File: src/design/mipsPkg.sv
`default_nettype none

package mipsPkg;

	// major opcodes of the supported subset
	typedef enum logic [5:0] {
		OP_SPECIAL = 6'h00,
		OP_J       = 6'h02,
		OP_BEQ     = 6'h04,
		OP_BNE     = 6'h05,
		OP_ADDIU   = 6'h09,
		OP_LUI     = 6'h0f,
		OP_LW      = 6'h23,
		OP_SW      = 6'h2b
	} opcode_e;

	// function field, only meaningful under OP_SPECIAL
	typedef enum logic [5:0] {
		FN_ADDU = 6'h21,
		FN_SUBU = 6'h23,
		FN_AND  = 6'h24,
		FN_OR   = 6'h25,
		FN_SLT  = 6'h2a
	} funct_e;

	typedef enum logic [2:0] {
		ALU_ADD,
		ALU_SUB,
		ALU_AND,
		ALU_OR,
		ALU_SLT,
		ALU_LUI
	} aluOp_e;

	typedef enum logic [1:0] {
		BR_NONE,
		BR_EQ,
		BR_NE
	} branch_e;

	// register format fields
	typedef struct packed {
		opcode_e    op;
		logic [4:0] rs;
		logic [4:0] rt;
		logic [4:0] rd;
		logic [4:0] shamt;
		funct_e     funct;
	} rView_t;

	// immediate format fields, jump target is {rs, rt, imm}
	typedef struct packed {
		opcode_e     op;
		logic [4:0]  rs;
		logic [4:0]  rt;
		logic [15:0] imm;
	} iView_t;

	typedef union packed {
		rView_t rView;
		iView_t iView;
	} instrWord_u;

	// all-zero value is a bubble
	typedef struct packed {
		logic   regWrite;
		logic   memToReg;
		logic   memWrite;
		logic   aluSrcImm;
		logic   regDstRd;
		logic   zeroExtend;
		aluOp_e aluOp;
	} ctrl_t;

endpackage

`default_nettype wire

File: src/design/hazardIf.sv
`default_nettype none

interface hazardIf;

	// decode stage sources
	logic [4:0] rsD;
	logic [4:0] rtD;
	logic       branchD;
	// execute stage
	logic [4:0] rsE;
	logic [4:0] rtE;
	logic [4:0] writeRegE;
	logic       regWriteE;
	logic       memToRegE;
	// memory stage
	logic [4:0] writeRegM;
	logic       regWriteM;
	logic       memToRegM;
	// writeback stage
	logic [4:0] writeRegW;
	logic       regWriteW;
	// answers from the hazard unit
	logic       forwardAD;
	logic       forwardBD;
	logic [1:0] forwardAE;
	logic [1:0] forwardBE;
	logic       stallF;
	logic       stallD;
	logic       flushE;

	modport dp (
		output rsD, rtD, branchD, rsE, rtE,
		output writeRegE, regWriteE, memToRegE,
		output writeRegM, regWriteM, memToRegM,
		output writeRegW, regWriteW,
		input  forwardAD, forwardBD, forwardAE, forwardBE,
		input  stallF, stallD, flushE
	);

	modport hz (
		input  rsD, rtD, branchD, rsE, rtE,
		input  writeRegE, regWriteE, memToRegE,
		input  writeRegM, regWriteM, memToRegM,
		input  writeRegW, regWriteW,
		output forwardAD, forwardBD, forwardAE, forwardBE,
		output stallF, stallD, flushE
	);

endinterface

`default_nettype wire

File: src/design/controlDecoder.sv
`default_nettype none

module controlDecoder import mipsPkg::*; (
	input  instrWord_u instr,
	output ctrl_t      ctrl,
	output branch_e    branch,
	output logic       jump
);

	always_comb begin
		// default is a bubble
		ctrl = '0;
		branch = BR_NONE;
		jump = 1'b0;
		case (instr.rView.op)
			OP_SPECIAL: begin
				// register ops write rd
				ctrl.regWrite = 1'b1;
				ctrl.regDstRd = 1'b1;
				case (instr.rView.funct)
					FN_ADDU: ctrl.aluOp = ALU_ADD;
					FN_SUBU: ctrl.aluOp = ALU_SUB;
					FN_AND:  ctrl.aluOp = ALU_AND;
					FN_OR:   ctrl.aluOp = ALU_OR;
					FN_SLT:  ctrl.aluOp = ALU_SLT;
					// nop and unsupported functions
					default: ctrl = '0;
				endcase
			end
			OP_ADDIU: begin
				ctrl.regWrite = 1'b1;
				ctrl.aluSrcImm = 1'b1;
			end
			OP_LUI: begin
				// upper half comes from the raw immediate
				ctrl.regWrite = 1'b1;
				ctrl.aluSrcImm = 1'b1;
				ctrl.zeroExtend = 1'b1;
				ctrl.aluOp = ALU_LUI;
			end
			OP_LW: begin
				ctrl.regWrite = 1'b1;
				ctrl.memToReg = 1'b1;
				ctrl.aluSrcImm = 1'b1;
			end
			OP_SW: begin
				// address is base plus offset
				ctrl.memWrite = 1'b1;
				ctrl.aluSrcImm = 1'b1;
			end
			OP_BEQ: branch = BR_EQ;
			OP_BNE: branch = BR_NE;
			OP_J:   jump = 1'b1;
			default: begin
				ctrl = '0;
			end
		endcase
	end

endmodule

`default_nettype wire

File: src/design/registerFile.sv
`default_nettype none

module registerFile (
	input  logic        clk,
	input  logic        writeEnable,
	input  logic [4:0]  readNumA,
	input  logic [4:0]  readNumB,
	input  logic [4:0]  writeNum,
	input  logic [31:0] writeData,
	output logic [31:0] readDataA,
	output logic [31:0] readDataB
);

	logic [31:0] regs [32];

	// register 0 is never stored
	always_ff @(posedge clk) begin
		if (writeEnable && writeNum != 5'd0) begin
			regs[writeNum] <= writeData;
		end
	end

	// reads see a write of the same cycle
	always_comb begin
		if (readNumA == 5'd0) readDataA = 32'd0;
		else if (writeEnable && writeNum == readNumA) readDataA = writeData;
		else readDataA = regs[readNumA];
		if (readNumB == 5'd0) readDataB = 32'd0;
		else if (writeEnable && writeNum == readNumB) readDataB = writeData;
		else readDataB = regs[readNumB];
	end

endmodule

`default_nettype wire

File: src/design/arithUnit.sv
`default_nettype none

module arithUnit import mipsPkg::*; (
	input  logic [31:0] operandA,
	input  logic [31:0] operandB,
	input  aluOp_e      op,
	output logic [31:0] result
);

	always_comb begin
		case (op)
			ALU_ADD: result = operandA + operandB;
			ALU_SUB: result = operandA - operandB;
			ALU_AND: result = operandA & operandB;
			ALU_OR:  result = operandA | operandB;
			// signed compare
			ALU_SLT: begin
				result = {31'd0, $signed(operandA) < $signed(operandB)};
			end
			// immediate into the upper half
			ALU_LUI: result = {operandB[15:0], 16'd0};
			default: result = 32'd0;
		endcase
	end

endmodule

`default_nettype wire

File: src/design/hazardUnit.sv
`default_nettype none

module hazardUnit (
	hazardIf.hz hz
);

	logic loadUseStall;
	logic branchStall;

	// execute forwarding, 10 from memory, 01 from writeback
	always_comb begin
		if (hz.regWriteM && hz.writeRegM != 5'd0 && hz.writeRegM == hz.rsE) begin
			hz.forwardAE = 2'b10;
		end else if (hz.regWriteW && hz.writeRegW != 5'd0 && hz.writeRegW == hz.rsE) begin
			hz.forwardAE = 2'b01;
		end else begin
			hz.forwardAE = 2'b00;
		end
		if (hz.regWriteM && hz.writeRegM != 5'd0 && hz.writeRegM == hz.rtE) begin
			hz.forwardBE = 2'b10;
		end else if (hz.regWriteW && hz.writeRegW != 5'd0 && hz.writeRegW == hz.rtE) begin
			hz.forwardBE = 2'b01;
		end else begin
			hz.forwardBE = 2'b00;
		end
	end

	// decode compare takes the alu result in memory
	// writeback is covered by the register file bypass
	assign hz.forwardAD = hz.regWriteM && hz.writeRegM != 5'd0 && hz.writeRegM == hz.rsD;
	assign hz.forwardBD = hz.regWriteM && hz.writeRegM != 5'd0 && hz.writeRegM == hz.rtD;

	// load in execute feeding decode
	assign loadUseStall = hz.memToRegE && hz.writeRegE != 5'd0
		&& (hz.writeRegE == hz.rsD || hz.writeRegE == hz.rtD);

	// branch operand not ready yet
	// either computed in execute or loaded in memory
	assign branchStall = hz.branchD
		&& ((hz.regWriteE && hz.writeRegE != 5'd0
			&& (hz.writeRegE == hz.rsD || hz.writeRegE == hz.rtD))
		|| (hz.memToRegM && hz.writeRegM != 5'd0
			&& (hz.writeRegM == hz.rsD || hz.writeRegM == hz.rtD)));

	// hold fetch and decode, bubble into execute
	assign hz.stallF = loadUseStall || branchStall;
	assign hz.stallD = loadUseStall || branchStall;
	assign hz.flushE = loadUseStall || branchStall;

endmodule

`default_nettype wire

File: src/design/pipelineDatapath.sv
`default_nettype none

module pipelineDatapath import mipsPkg::*; #(
	parameter logic [31:0] RESET_PC = 32'h0000_0000
) (
	input  logic        clk,
	input  logic        rst,
	hazardIf.dp         hz,
	output logic [31:0] instrAddr,
	input  logic [31:0] instrData,
	output logic [31:0] dataAddr,
	output logic        dataWrite,
	output logic [31:0] dataWriteData,
	input  logic [31:0] dataReadData,
	output logic [31:0] tracePc,
	output logic        traceRegWrite,
	output logic [4:0]  traceRegNum,
	output logic [31:0] traceRegData
);

	// fetch
	logic [31:0] pcF, pcNextF;
	// decode
	instrWord_u  instrD;
	logic [31:0] pcD, pcPlus4D, immD, regAD, regBD, srcAD, srcBD;
	logic [31:0] branchTargetD, jumpTargetD;
	ctrl_t       ctrlD;
	branch_e     branchTypeD;
	logic        jumpD, equalD, takenD, redirectD;
	// execute
	ctrl_t       ctrlE;
	logic [31:0] pcE, regAE, regBE, immE, srcAE, writeDataE, aluOutE;
	logic [4:0]  rsE, rtE, rdE, writeRegE;
	// memory
	ctrl_t       ctrlM;
	logic [31:0] pcM, aluOutM, writeDataM;
	logic [4:0]  writeRegM;
	// writeback
	ctrl_t       ctrlW;
	logic [31:0] pcW, aluOutW, readDataW, resultW;
	logic [4:0]  writeRegW;

	//////////////////////////////////////////////////////////////////////
	// fetch

	// redirect lands on the edge ending decode
	assign pcNextF = redirectD ? (jumpD ? jumpTargetD : branchTargetD) : pcF + 32'd4;

	always_ff @(posedge clk) begin
		if (rst) pcF <= RESET_PC;
		else if (!hz.stallF) pcF <= pcNextF;
	end

	assign instrAddr = pcF;

	//////////////////////////////////////////////////////////////////////
	// decode

	// zero word decodes as a bubble
	always_ff @(posedge clk) begin
		if (rst || redirectD) instrD <= '0;
		else if (!hz.stallD) instrD <= instrData;
	end

	always_ff @(posedge clk) begin
		if (!hz.stallD) pcD <= pcF;
	end

	controlDecoder decoder_i (
		.instr (instrD),
		.ctrl  (ctrlD),
		.branch(branchTypeD),
		.jump  (jumpD)
	);

	registerFile regFile_i (
		.clk        (clk),
		.writeEnable(ctrlW.regWrite),
		.readNumA   (instrD.rView.rs),
		.readNumB   (instrD.rView.rt),
		.writeNum   (writeRegW),
		.writeData  (resultW),
		.readDataA  (regAD),
		.readDataB  (regBD)
	);

	// lui wants the raw immediate
	assign immD = ctrlD.zeroExtend ? {16'd0, instrD.iView.imm}
		: {{16{instrD.iView.imm[15]}}, instrD.iView.imm};

	// branch compare operands
	assign srcAD = hz.forwardAD ? aluOutM : regAD;
	assign srcBD = hz.forwardBD ? aluOutM : regBD;
	assign equalD = srcAD == srcBD;

	assign pcPlus4D = pcD + 32'd4;
	assign branchTargetD = pcPlus4D + {immD[29:0], 2'b00};
	assign jumpTargetD = {pcPlus4D[31:28], instrD.iView.rs, instrD.iView.rt,
		instrD.iView.imm, 2'b00};

	assign takenD = (branchTypeD == BR_EQ && equalD) || (branchTypeD == BR_NE && !equalD);
	// no redirect while operands are stale
	assign redirectD = (takenD || jumpD) && !hz.stallD;

	assign hz.rsD = instrD.rView.rs;
	assign hz.rtD = instrD.rView.rt;
	assign hz.branchD = branchTypeD != BR_NONE;

	//////////////////////////////////////////////////////////////////////
	// execute

	always_ff @(posedge clk) begin
		if (rst || hz.flushE) ctrlE <= '0;
		else ctrlE <= ctrlD;
	end

	always_ff @(posedge clk) begin
		pcE <= pcD;
		regAE <= srcAD;
		regBE <= srcBD;
		immE <= immD;
		rsE <= instrD.rView.rs;
		rtE <= instrD.rView.rt;
		rdE <= instrD.rView.rd;
	end

	assign writeRegE = ctrlE.regDstRd ? rdE : rtE;

	// operand muxes, memory result wins over writeback
	always_comb begin
		case (hz.forwardAE)
			2'b10:   srcAE = aluOutM;
			2'b01:   srcAE = resultW;
			default: srcAE = regAE;
		endcase
		case (hz.forwardBE)
			2'b10:   writeDataE = aluOutM;
			2'b01:   writeDataE = resultW;
			default: writeDataE = regBE;
		endcase
	end

	arithUnit alu_i (
		.operandA(srcAE),
		.operandB(ctrlE.aluSrcImm ? immE : writeDataE),
		.op      (ctrlE.aluOp),
		.result  (aluOutE)
	);

	assign hz.rsE = rsE;
	assign hz.rtE = rtE;
	assign hz.writeRegE = writeRegE;
	assign hz.regWriteE = ctrlE.regWrite;
	assign hz.memToRegE = ctrlE.memToReg;

	//////////////////////////////////////////////////////////////////////
	// memory

	always_ff @(posedge clk) begin
		if (rst) ctrlM <= '0;
		else ctrlM <= ctrlE;
	end

	always_ff @(posedge clk) begin
		pcM <= pcE;
		aluOutM <= aluOutE;
		writeDataM <= writeDataE;
		writeRegM <= writeRegE;
	end

	assign dataAddr = aluOutM;
	assign dataWrite = ctrlM.memWrite;
	assign dataWriteData = writeDataM;

	assign hz.writeRegM = writeRegM;
	assign hz.regWriteM = ctrlM.regWrite;
	assign hz.memToRegM = ctrlM.memToReg;

	//////////////////////////////////////////////////////////////////////
	// writeback

	always_ff @(posedge clk) begin
		if (rst) ctrlW <= '0;
		else ctrlW <= ctrlM;
	end

	// load data is captured from the combinational read
	always_ff @(posedge clk) begin
		pcW <= pcM;
		aluOutW <= aluOutM;
		readDataW <= dataReadData;
		writeRegW <= writeRegM;
	end

	assign resultW = ctrlW.memToReg ? readDataW : aluOutW;

	assign hz.writeRegW = writeRegW;
	assign hz.regWriteW = ctrlW.regWrite;

	// trace, writes to register 0 do not count
	assign tracePc = pcW;
	assign traceRegWrite = ctrlW.regWrite && writeRegW != 5'd0;
	assign traceRegNum = writeRegW;
	assign traceRegData = resultW;

endmodule

`default_nettype wire

File: src/design/mipsCore.sv
`default_nettype none

module mipsCore #(
	parameter logic [31:0] RESET_PC = 32'h0000_0000
) (
	input  logic        clk,
	input  logic        rst,
	// instruction port
	output logic [31:0] instrAddr,
	input  logic [31:0] instrData,
	// data port
	output logic [31:0] dataAddr,
	output logic        dataWrite,
	output logic [31:0] dataWriteData,
	input  logic [31:0] dataReadData,
	// writeback trace
	output logic [31:0] tracePc,
	output logic        traceRegWrite,
	output logic [4:0]  traceRegNum,
	output logic [31:0] traceRegData
);

	// stage info out, stall and forward selects back
	hazardIf hazardBus ();

	pipelineDatapath #(
		.RESET_PC(RESET_PC)
	) datapath_i (
		.clk          (clk),
		.rst          (rst),
		.hz           (hazardBus.dp),
		.instrAddr    (instrAddr),
		.instrData    (instrData),
		.dataAddr     (dataAddr),
		.dataWrite    (dataWrite),
		.dataWriteData(dataWriteData),
		.dataReadData (dataReadData),
		.tracePc      (tracePc),
		.traceRegWrite(traceRegWrite),
		.traceRegNum  (traceRegNum),
		.traceRegData (traceRegData)
	);

	hazardUnit hazard_i (
		.hz(hazardBus.hz)
	);

endmodule

`default_nettype wire

File: config.mk
export PLATFORM = sky130hd
export DESIGN_NAME = mipsCore
export DESIGN_NICKNAME = d
export VERILOG_FILES = /design/src/design/mipsPkg.sv /design/src/design/hazardIf.sv /design/src/design/controlDecoder.sv /design/src/design/registerFile.sv /design/src/design/arithUnit.sv /design/src/design/hazardUnit.sv /design/src/design/pipelineDatapath.sv /design/src/design/mipsCore.sv
export SDC_FILE = /design/constraint.sdc
export NUM_CORES = 2
export LEC_CHECK = 0
export BUFFER_PORTS_ARGS = -buffer_cell sky130_fd_sc_hd__buf_2
export CAP_MARGIN = 40
export CORE_MARGIN = 4
export CORE_UTILIZATION = 40
export CTS_CLUSTER_SIZE = 30
export DETAILED_ROUTE_END_ITERATION = 10
export PLACE_DENSITY_LB_ADDON = 0.05
export SLEW_MARGIN = 20
export SYNTH_ARGS = -nofsm -noshare
export SYNTH_HDL_FRONTEND = slang
export SYNTH_SLANG_ARGS = --single-unit
File: constraint.sdc
create_clock -name clk -period 7.3 [get_ports clk]
set_input_delay 0.73 -clock clk [delete_from_list [all_inputs] [get_ports clk]]
set_output_delay 0.73 -clock clk [all_outputs]
set_load 0.005 [all_outputs]
# == Word level (Yosys, flattened, before mapping) ==
# Memories as Yosys holds them, arrays and structs flattened. A register that Yosys moved wholly into a read port is not among the register bits.
# Index checks and enable logic that the tools add are counted.
# totals
memories,1
regBits,453
inputBits,66
ram_bits,1024
output_inout_bits,167
wordCells,150
# classes
addsub,5
mux,34
n_eq_ne,34
reduce_logical,42
n_bitwise,3
n_lt_le_gt_ge,1
# mem_list
memory,depth,width,read_ports,rd_ports_with_merged_regs,write_ports,line,source
datapath_i.regFile_i.regs,32,32,2,2,1,registerFile.sv:14,logic [31:0] regs [32];
# ops
op,n
two-way mux 32 bit,10
one-hot mux 32 bit (6 select lines),1
one-hot mux 32 bit (2 select lines),2
adder 32 x 3 -> 32 bit (second input constant),2
adder 32 bit,2
== test 5 bit,10
== test 6 bit (second input constant),7
AND 32 bit,1
== test 32 bit,1
less-than comparator 32 bit,1
bitwise OR 32 bit,1
subtractor 32 bit,1
two-way mux 30 bit,1
two-way mux 5 bit,5
logical AND 1 bit,20
nonzero test 5 bit,3
== test 6 x 3 -> 1 bit (second input constant),2
== test 6 x 4 -> 1 bit (second input constant),2
one-hot mux 3 bit (4 select lines),1
logical NOT 5 bit,2
logical OR 1 bit,8
one-hot mux 1 bit (2 select lines),4
one-hot mux 4 bit (2 select lines),1
== test 2 x 1 -> 1 bit (second input constant),3
other kinds (18),28

# == Depth between registers and ports, before layout ==
# logic_depth
word_depth,13
mapped_depth,27
mapped_depth_nobuf,25

# == Hierarchy ==
# Synthesis repeated with hierarchy kept, for this count alone.
# unflattened
hier_cells,5237
area_unflattened_um2,71521.1
# modules_own_cells
mod,cells_each,n_inst,area_per_inst_um2,seq_area_each_um2
registerFile,2520,1,47869.7,30749.5
pipelineDatapath,1845,1,17840.9,9028.7
arithUnit,758,1,4972.3,0.0
hazardUnit,77,1,579.3,0.0
controlDecoder,37,1,259.0,0.0

# == Least setup slack after synthesis ==
# Ideal clock, no wire load.
# synth_timing
path_type,reg-to-reg
startpoint,register datapath_i.writeRegW[4] (netlist: datapath_i.hz.writeRegW[4])
endpoint,register datapath_i.aluOutM[29] (netlist: datapath_i.dataAddr[29])
setup_ns,0.120
period_less_slack_ns,5.701
t_arrival_ns,5.581
required_ns,7.180
n_path_buf,2
path_stages_with_launch,26
setup_slack_ns,1.599
path_cell_list,dfxtp_1 -> buf_1 -> or3_1 -> o31ai_1 -> nor4_1 -> clkbuf_1 -> nand2_1 -> o21ai_0 -> o21ai_0 -> mux2i_1 -> inv_1 -> ha_1 -> inv_1 -> o21ai_0 -> a21o_1 -> a2111oi_0 -> o21ba_2 -> o21ai_0 -> o41a_1 -> a311oi_1 -> o211ai_1 -> a41oi_1 -> o221ai_1 -> a211oi_1 -> a31oi_1 -> a211o_1
# synth_via
elab_chain_cells,10
elab_cells_between_ends,22
classes_between,add/sub: 2; eq/ne: 6; mux: 8; bitwise: 2; reduce/logical: 4
# synth_rtl
element,line,source
"start, declared",pipelineDatapath.sv:41,logic [4:0] writeRegW;
"start signal, assigned",pipelineDatapath.sv:192,writeRegW <= writeRegM;
nonzero test 5 bit,hazardUnit.sv:21,end else if (hz.regWriteW && hz.writeRegW != 5'd0 && hz.writeRegW == hz.rtE) begin
logical AND 1 bit,hazardUnit.sv:21,
logical AND 1 bit (*),hazardUnit.sv:21,
two-way mux 1 bit (*),hazardUnit.sv:21,
two-way mux 2 bit (*),hazardUnit.sv:19,if (hz.regWriteM && hz.writeRegM != 5'd0 && hz.writeRegM == hz.rtE) begin
== test 2 x 1 -> 1 bit / == test 2 bit (equally long branches),pipelineDatapath.sv:136,case (hz.forwardBE)
one-hot mux 32 bit (2 select lines) (*),pipelineDatapath.sv:136,
named net datapath_i.writeDataE[0],pipelineDatapath.sv:32,"logic [31:0] pcE, regAE, regBE, immE, srcAE, writeDataE, aluOutE;"
two-way mux 32 bit (*),pipelineDatapath.sv:145,".operandB(ctrlE.aluSrcImm ? immE : writeDataE),"
subtractor 32 bit / adder 32 bit (equally long branches),"arithUnit.sv:13, arithUnit.sv:12",
one-hot mux 32 bit (6 select lines) (*),arithUnit.sv:11,case (op)
named net datapath_i.aluOutE[29],pipelineDatapath.sv:32,
"end signal, assigned",pipelineDatapath.sv:166,aluOutM <= aluOutE;
"end, declared",pipelineDatapath.sv:36,"logic [31:0] pcM, aluOutM, writeDataM;"
# The timed path passes the listed nets; every way through them passes the cells marked *.
# A chain may end at the register's enable or synchronous reset.

# == Final worst setup path ==
# layout_timing
startpoint,register datapath_i.writeRegW[2] (netlist: datapath_i.hz.writeRegW[2])
endpoint,register datapath_i.aluOutM[29] (netlist: datapath_i.dataAddr[29])
# The elaborated chain is that of the path after synthesis.

==> key figures <==
Status
  • Status: finished clean

Finish
  • Area growth, synth to finish: 16.5%
  • Fraction of layout cells with a size suffix above 1: 0.222
  • Final #Nets: 5840
  • Filler Cell Count: 15600

Clocking
  • H-tree levels: 4
  • Clock root buffer: clkbuf_16
  • Hold_buf cts: 32
  • CTS tree: done
  • # Post-CTS Setup Buffers: 0
  • Sink Count: 1469
  • CTS max path bufs: 3
  • Worst-skew pair later-pin latency: 0.83 ns
  • TritonCTS Buffers: 163
  • Reg clk slew, reported paths: 0.07 ns
  • Cells resized by post-CTS repair: 0

Synth
  • Yosys reg bits: 1469
  • Share of Yosys cell area claimed by the top area cell type: 0.449
  • Yosys cell types: 100
  • Number of synthesized flops with an enable pin: 1056
  • Asr flop ratio synth: 0
  • Register area share after synthesis: 0.567
  • Synth cell count leaders: 1056 x edfxtp_1, 413 x dfxtp_1, 404 x mux2i_1
  • Cell with the most instances after synthesis: edfxtp_1
  • Main flop type after synthesis: edfxtp_1
  • Post-Syn Area per Cell: 13.5 um^2
  • Yosys warnings: 0
  • Largest area contributor in the netlist: edfxtp_1
  • Top cells by area, synth: edfxtp_1 45%, mux4_2 13%, dfxtp_1 12%
  • Mapped Area: 0.0705 mm^2
  • Syn Inst Count: 5218

Hold path
  • Hold Crit Class: input port to register

Worst setup path
  • Worst Path Max Fanout: 59
  • Reg-to-Reg Start: datapath_i.hz.writeRegW[2]
  • Worst Path Buf+Inv: 3
  • Slowest stage cell on the critical path: nor4_2
  • CP Launch Point: datapath_i.hz.writeRegW[2]
  • WP depth: 24
  • CP startpoint kind: register
  • Reg2reg path depth: 24
  • Worst path cell trace: or3_1, o31ai_1, nor4_2, buf_12, nand2_1, o21ai_0, o21ai_0, mux2i_1, inv_1, ha_1, inv_1, o21ai_0, a21o_1, a2111oi_0, o21ba_2, o21ai_0, o41a_1, a311oi_1, o211ai_1, a41oi_1, o221ai_1, a211oi_1, a31oi_1, a211o_1
  • Critical Path AT: 7.07 ns
  • FF-to-FF setup slack: 0.94 ns
  • Worst setup EP type: register
  • Critical path's top delay family: compound AO/OA/AOI/OAI gates
  • Critical setup path kind: register to register
  • Crit path top cell by count: o21ai_0
  • Crit path capture: datapath_i.dataAddr[29]
  • Worst path required time: 8.01 ns
  • R2r endpoint: datapath_i.dataAddr[29]
  • Max stage delay on crit path: 0.49 ns

Routing
  • Drt first-iter violations: 5543
  • First-pass DRT Iterations: 6
  • Antenna Nets Post-Route: 0
  • Vias per inst: 6.02
  • WL/cell: 33.2 um
  • Via count: 48800
  • DRT Wirelength: 269000 um
  • Post-route DRC: 0

Die
  • Row cnt: 153
  • Die H: 428 um
  • Chip Width: 428 um
  • # IOs: 233
  • Die area: 0.183 mm^2
  • Core box area: 0.175 mm^2
  • Initial Utilization: 0.404

Power
  • Peak supply drop: 223 uV
  • Pwr Total: 24.3 mW
  • Leak pwr: 28.4 nW
  • Power share of the clock group: 0.345
  • NetSw: 7.56 mW
  • Reg power frac: 0.444
  • Gate power share: 0.211
  • Switching share of power: 0.311
  • Total internal power: 16.7 mW
  • PwrDens: 296 mW/mm^2

Timing
  • RSZ-0062 raised after global routing: no
  • Worst-margin pin slew: 1.02 ns
  • Minimum clock period after layout: 6.36 ns
  • Pins Over Slew Limit: 0
  • Slew HR: 0.313
  • Fin. Hold Viols: 0
  • Clock Skew: 0.0336 ns
  • Share of the clock period used by the worst path: 0.871
  • Setup TNS: 0 ns
  • Setup violators final: 0
  • FMAX: 157 MHz

Global routing
  • Antenna violations before repair: 13
  • GR Overflow Total: 0
  • First-pass GRT wire length: 375000 um
  • Pin count of the biggest net entering global routing: 74
  • Gr usage total: 0.287
  • Vias in the first global route: 48200

Flow run
  • Maxcap violations: 0

Placed design
  • HPWL reported at the end of detailed placement: 186000 um
  • Port Buffers: 232
  • GPL Wtd Cong: 0.902
-- logic make-up after synthesis --
group | count (synthesis) | synth area share
adders and majority gates | 136 | 0.0244
DFF | 1469 | 0.567
xor gates and xnor gates | 152 | 0.0189
muxes | 823 | 0.187
AOI/OAI and AO/OA | 1007 | 0.0944
other | 1 | 0.0000532
and+or+nand+nor | 1129 | 0.0754
buffers and inverters | 501 | 0.0332
-- registers in the layout, indices dropped and copies added, names as in the netlist, 6 cells and up, named ones only --
signal	cells
datapath_i.immE	14
datapath_i.aluOutW	32
datapath_i.pcE	32
datapath_i.regAE	32
datapath_i.pcM	32
datapath_i.instrAddr	32
datapath_i.pcD	32
datapath_i.ctrlE	6
datapath_i.regFile_i.regs	1024
datapath_i.dataWriteData	32
datapath_i.dataAddr	32
datapath_i.regBE	32
datapath_i.instrD	32
datapath_i.tracePc	32
datapath_i.readDataW	32
-- per-stage QoR --
| step | cells | worst slack, ns | instance area, um^2 | hold WS (ns) | util |
|---|---|---|---|---|---|
| floorplan | 5249 | 1.60 | 70700 | 0.310 | - |
| detailed placement | 7757 | 0.999 | 76300 | 0.312 | 0.437 |
| finish | 8101 | 0.941 | 82200 | 0.153 | 0.471 |
| global route | 8098 | 0.440 | 82200 | 0.128 | 0.471 |
| global placement | 7708 | 0.746 | 75400 | 0.311 | 0.432 |
| CTS | 8089 | 0.939 | 82000 | 0.0889 | 0.470 |
-- cell type report --
type / count / area [um^2] / share of cell area
diodes: 3 / 7.51 / 0.0000914
clock buffers: 200 / 4330 / 0.0527
multi-input cells: 3279 / 28700 / 0.349
flip-flops and latches: 1469 / 40000 / 0.487
clock inverters: 100 / 1060 / 0.0129
well taps: 2325 / 2910 / 0.0354
inverters: 160 / 602 / 0.00732
repair buffers: 565 / 4600 / 0.0559
-- layout by cell type (no fill, tap or decap), types with 137 or more instances in the layout --
master and n:
nand2_1 403, mux2i_1 403, dfxtp_1 401, a21oi_1 222
buf_2 236, o21ai_0 242, nand3_1 137, buf_4 233
a22oi_1 142, edfxtp_1 1056, clkbuf_16 166, mux4_2 392
inv_1 156, nor2_1 215
-- tightest hold or removal path, stage by stage --
cell and delay [ns]:
buf_2 0.10, nand2_1 0.05, a21oi_1 0.05
-- layer usage --
| layer | up-vias | wire, um | GRT usage |
|---|---|---|---|
| met5 | - | 22 | 0 |
| met4 | 4 | 11700 | 0.110 |
| met3 | 452 | 20200 | 0.0470 |
| met2 | 2134 | 125000 | 0.459 |
| met1 | 25100 | 112000 | 0.392 |
| li1 | 21100 | - | - |
-- worst min path at each step --
stage / depth (start not counted) / start / to
finish: 3 / instrData[6] / datapath_i.instrD[6]
floorplan: 0 / datapath_i.pcE[0] / datapath_i.pcM[0]
global placement: 0 / datapath_i.pcM[31] / datapath_i.tracePc[31]
detailed placement: 0 / datapath_i.pcE[13] / datapath_i.pcM[13]
global route: 3 / instrData[8] / datapath_i.instrD[8]
CTS: 3 / instrData[6] / datapath_i.instrD[6]
-- power groups by stage --
stage                     clock network, mW  registers, mW  logic (mW)
final                                  8.39           10.8        5.12
after global routing                   8.90           10.8        5.47
after CTS                              8.54           10.8        5.04
after detailed placement                  0           11.0        5.01
after global placement                    0           11.0        4.92
after floorplan                           0           10.6        2.78
Power figures use the tool's default switching activity.
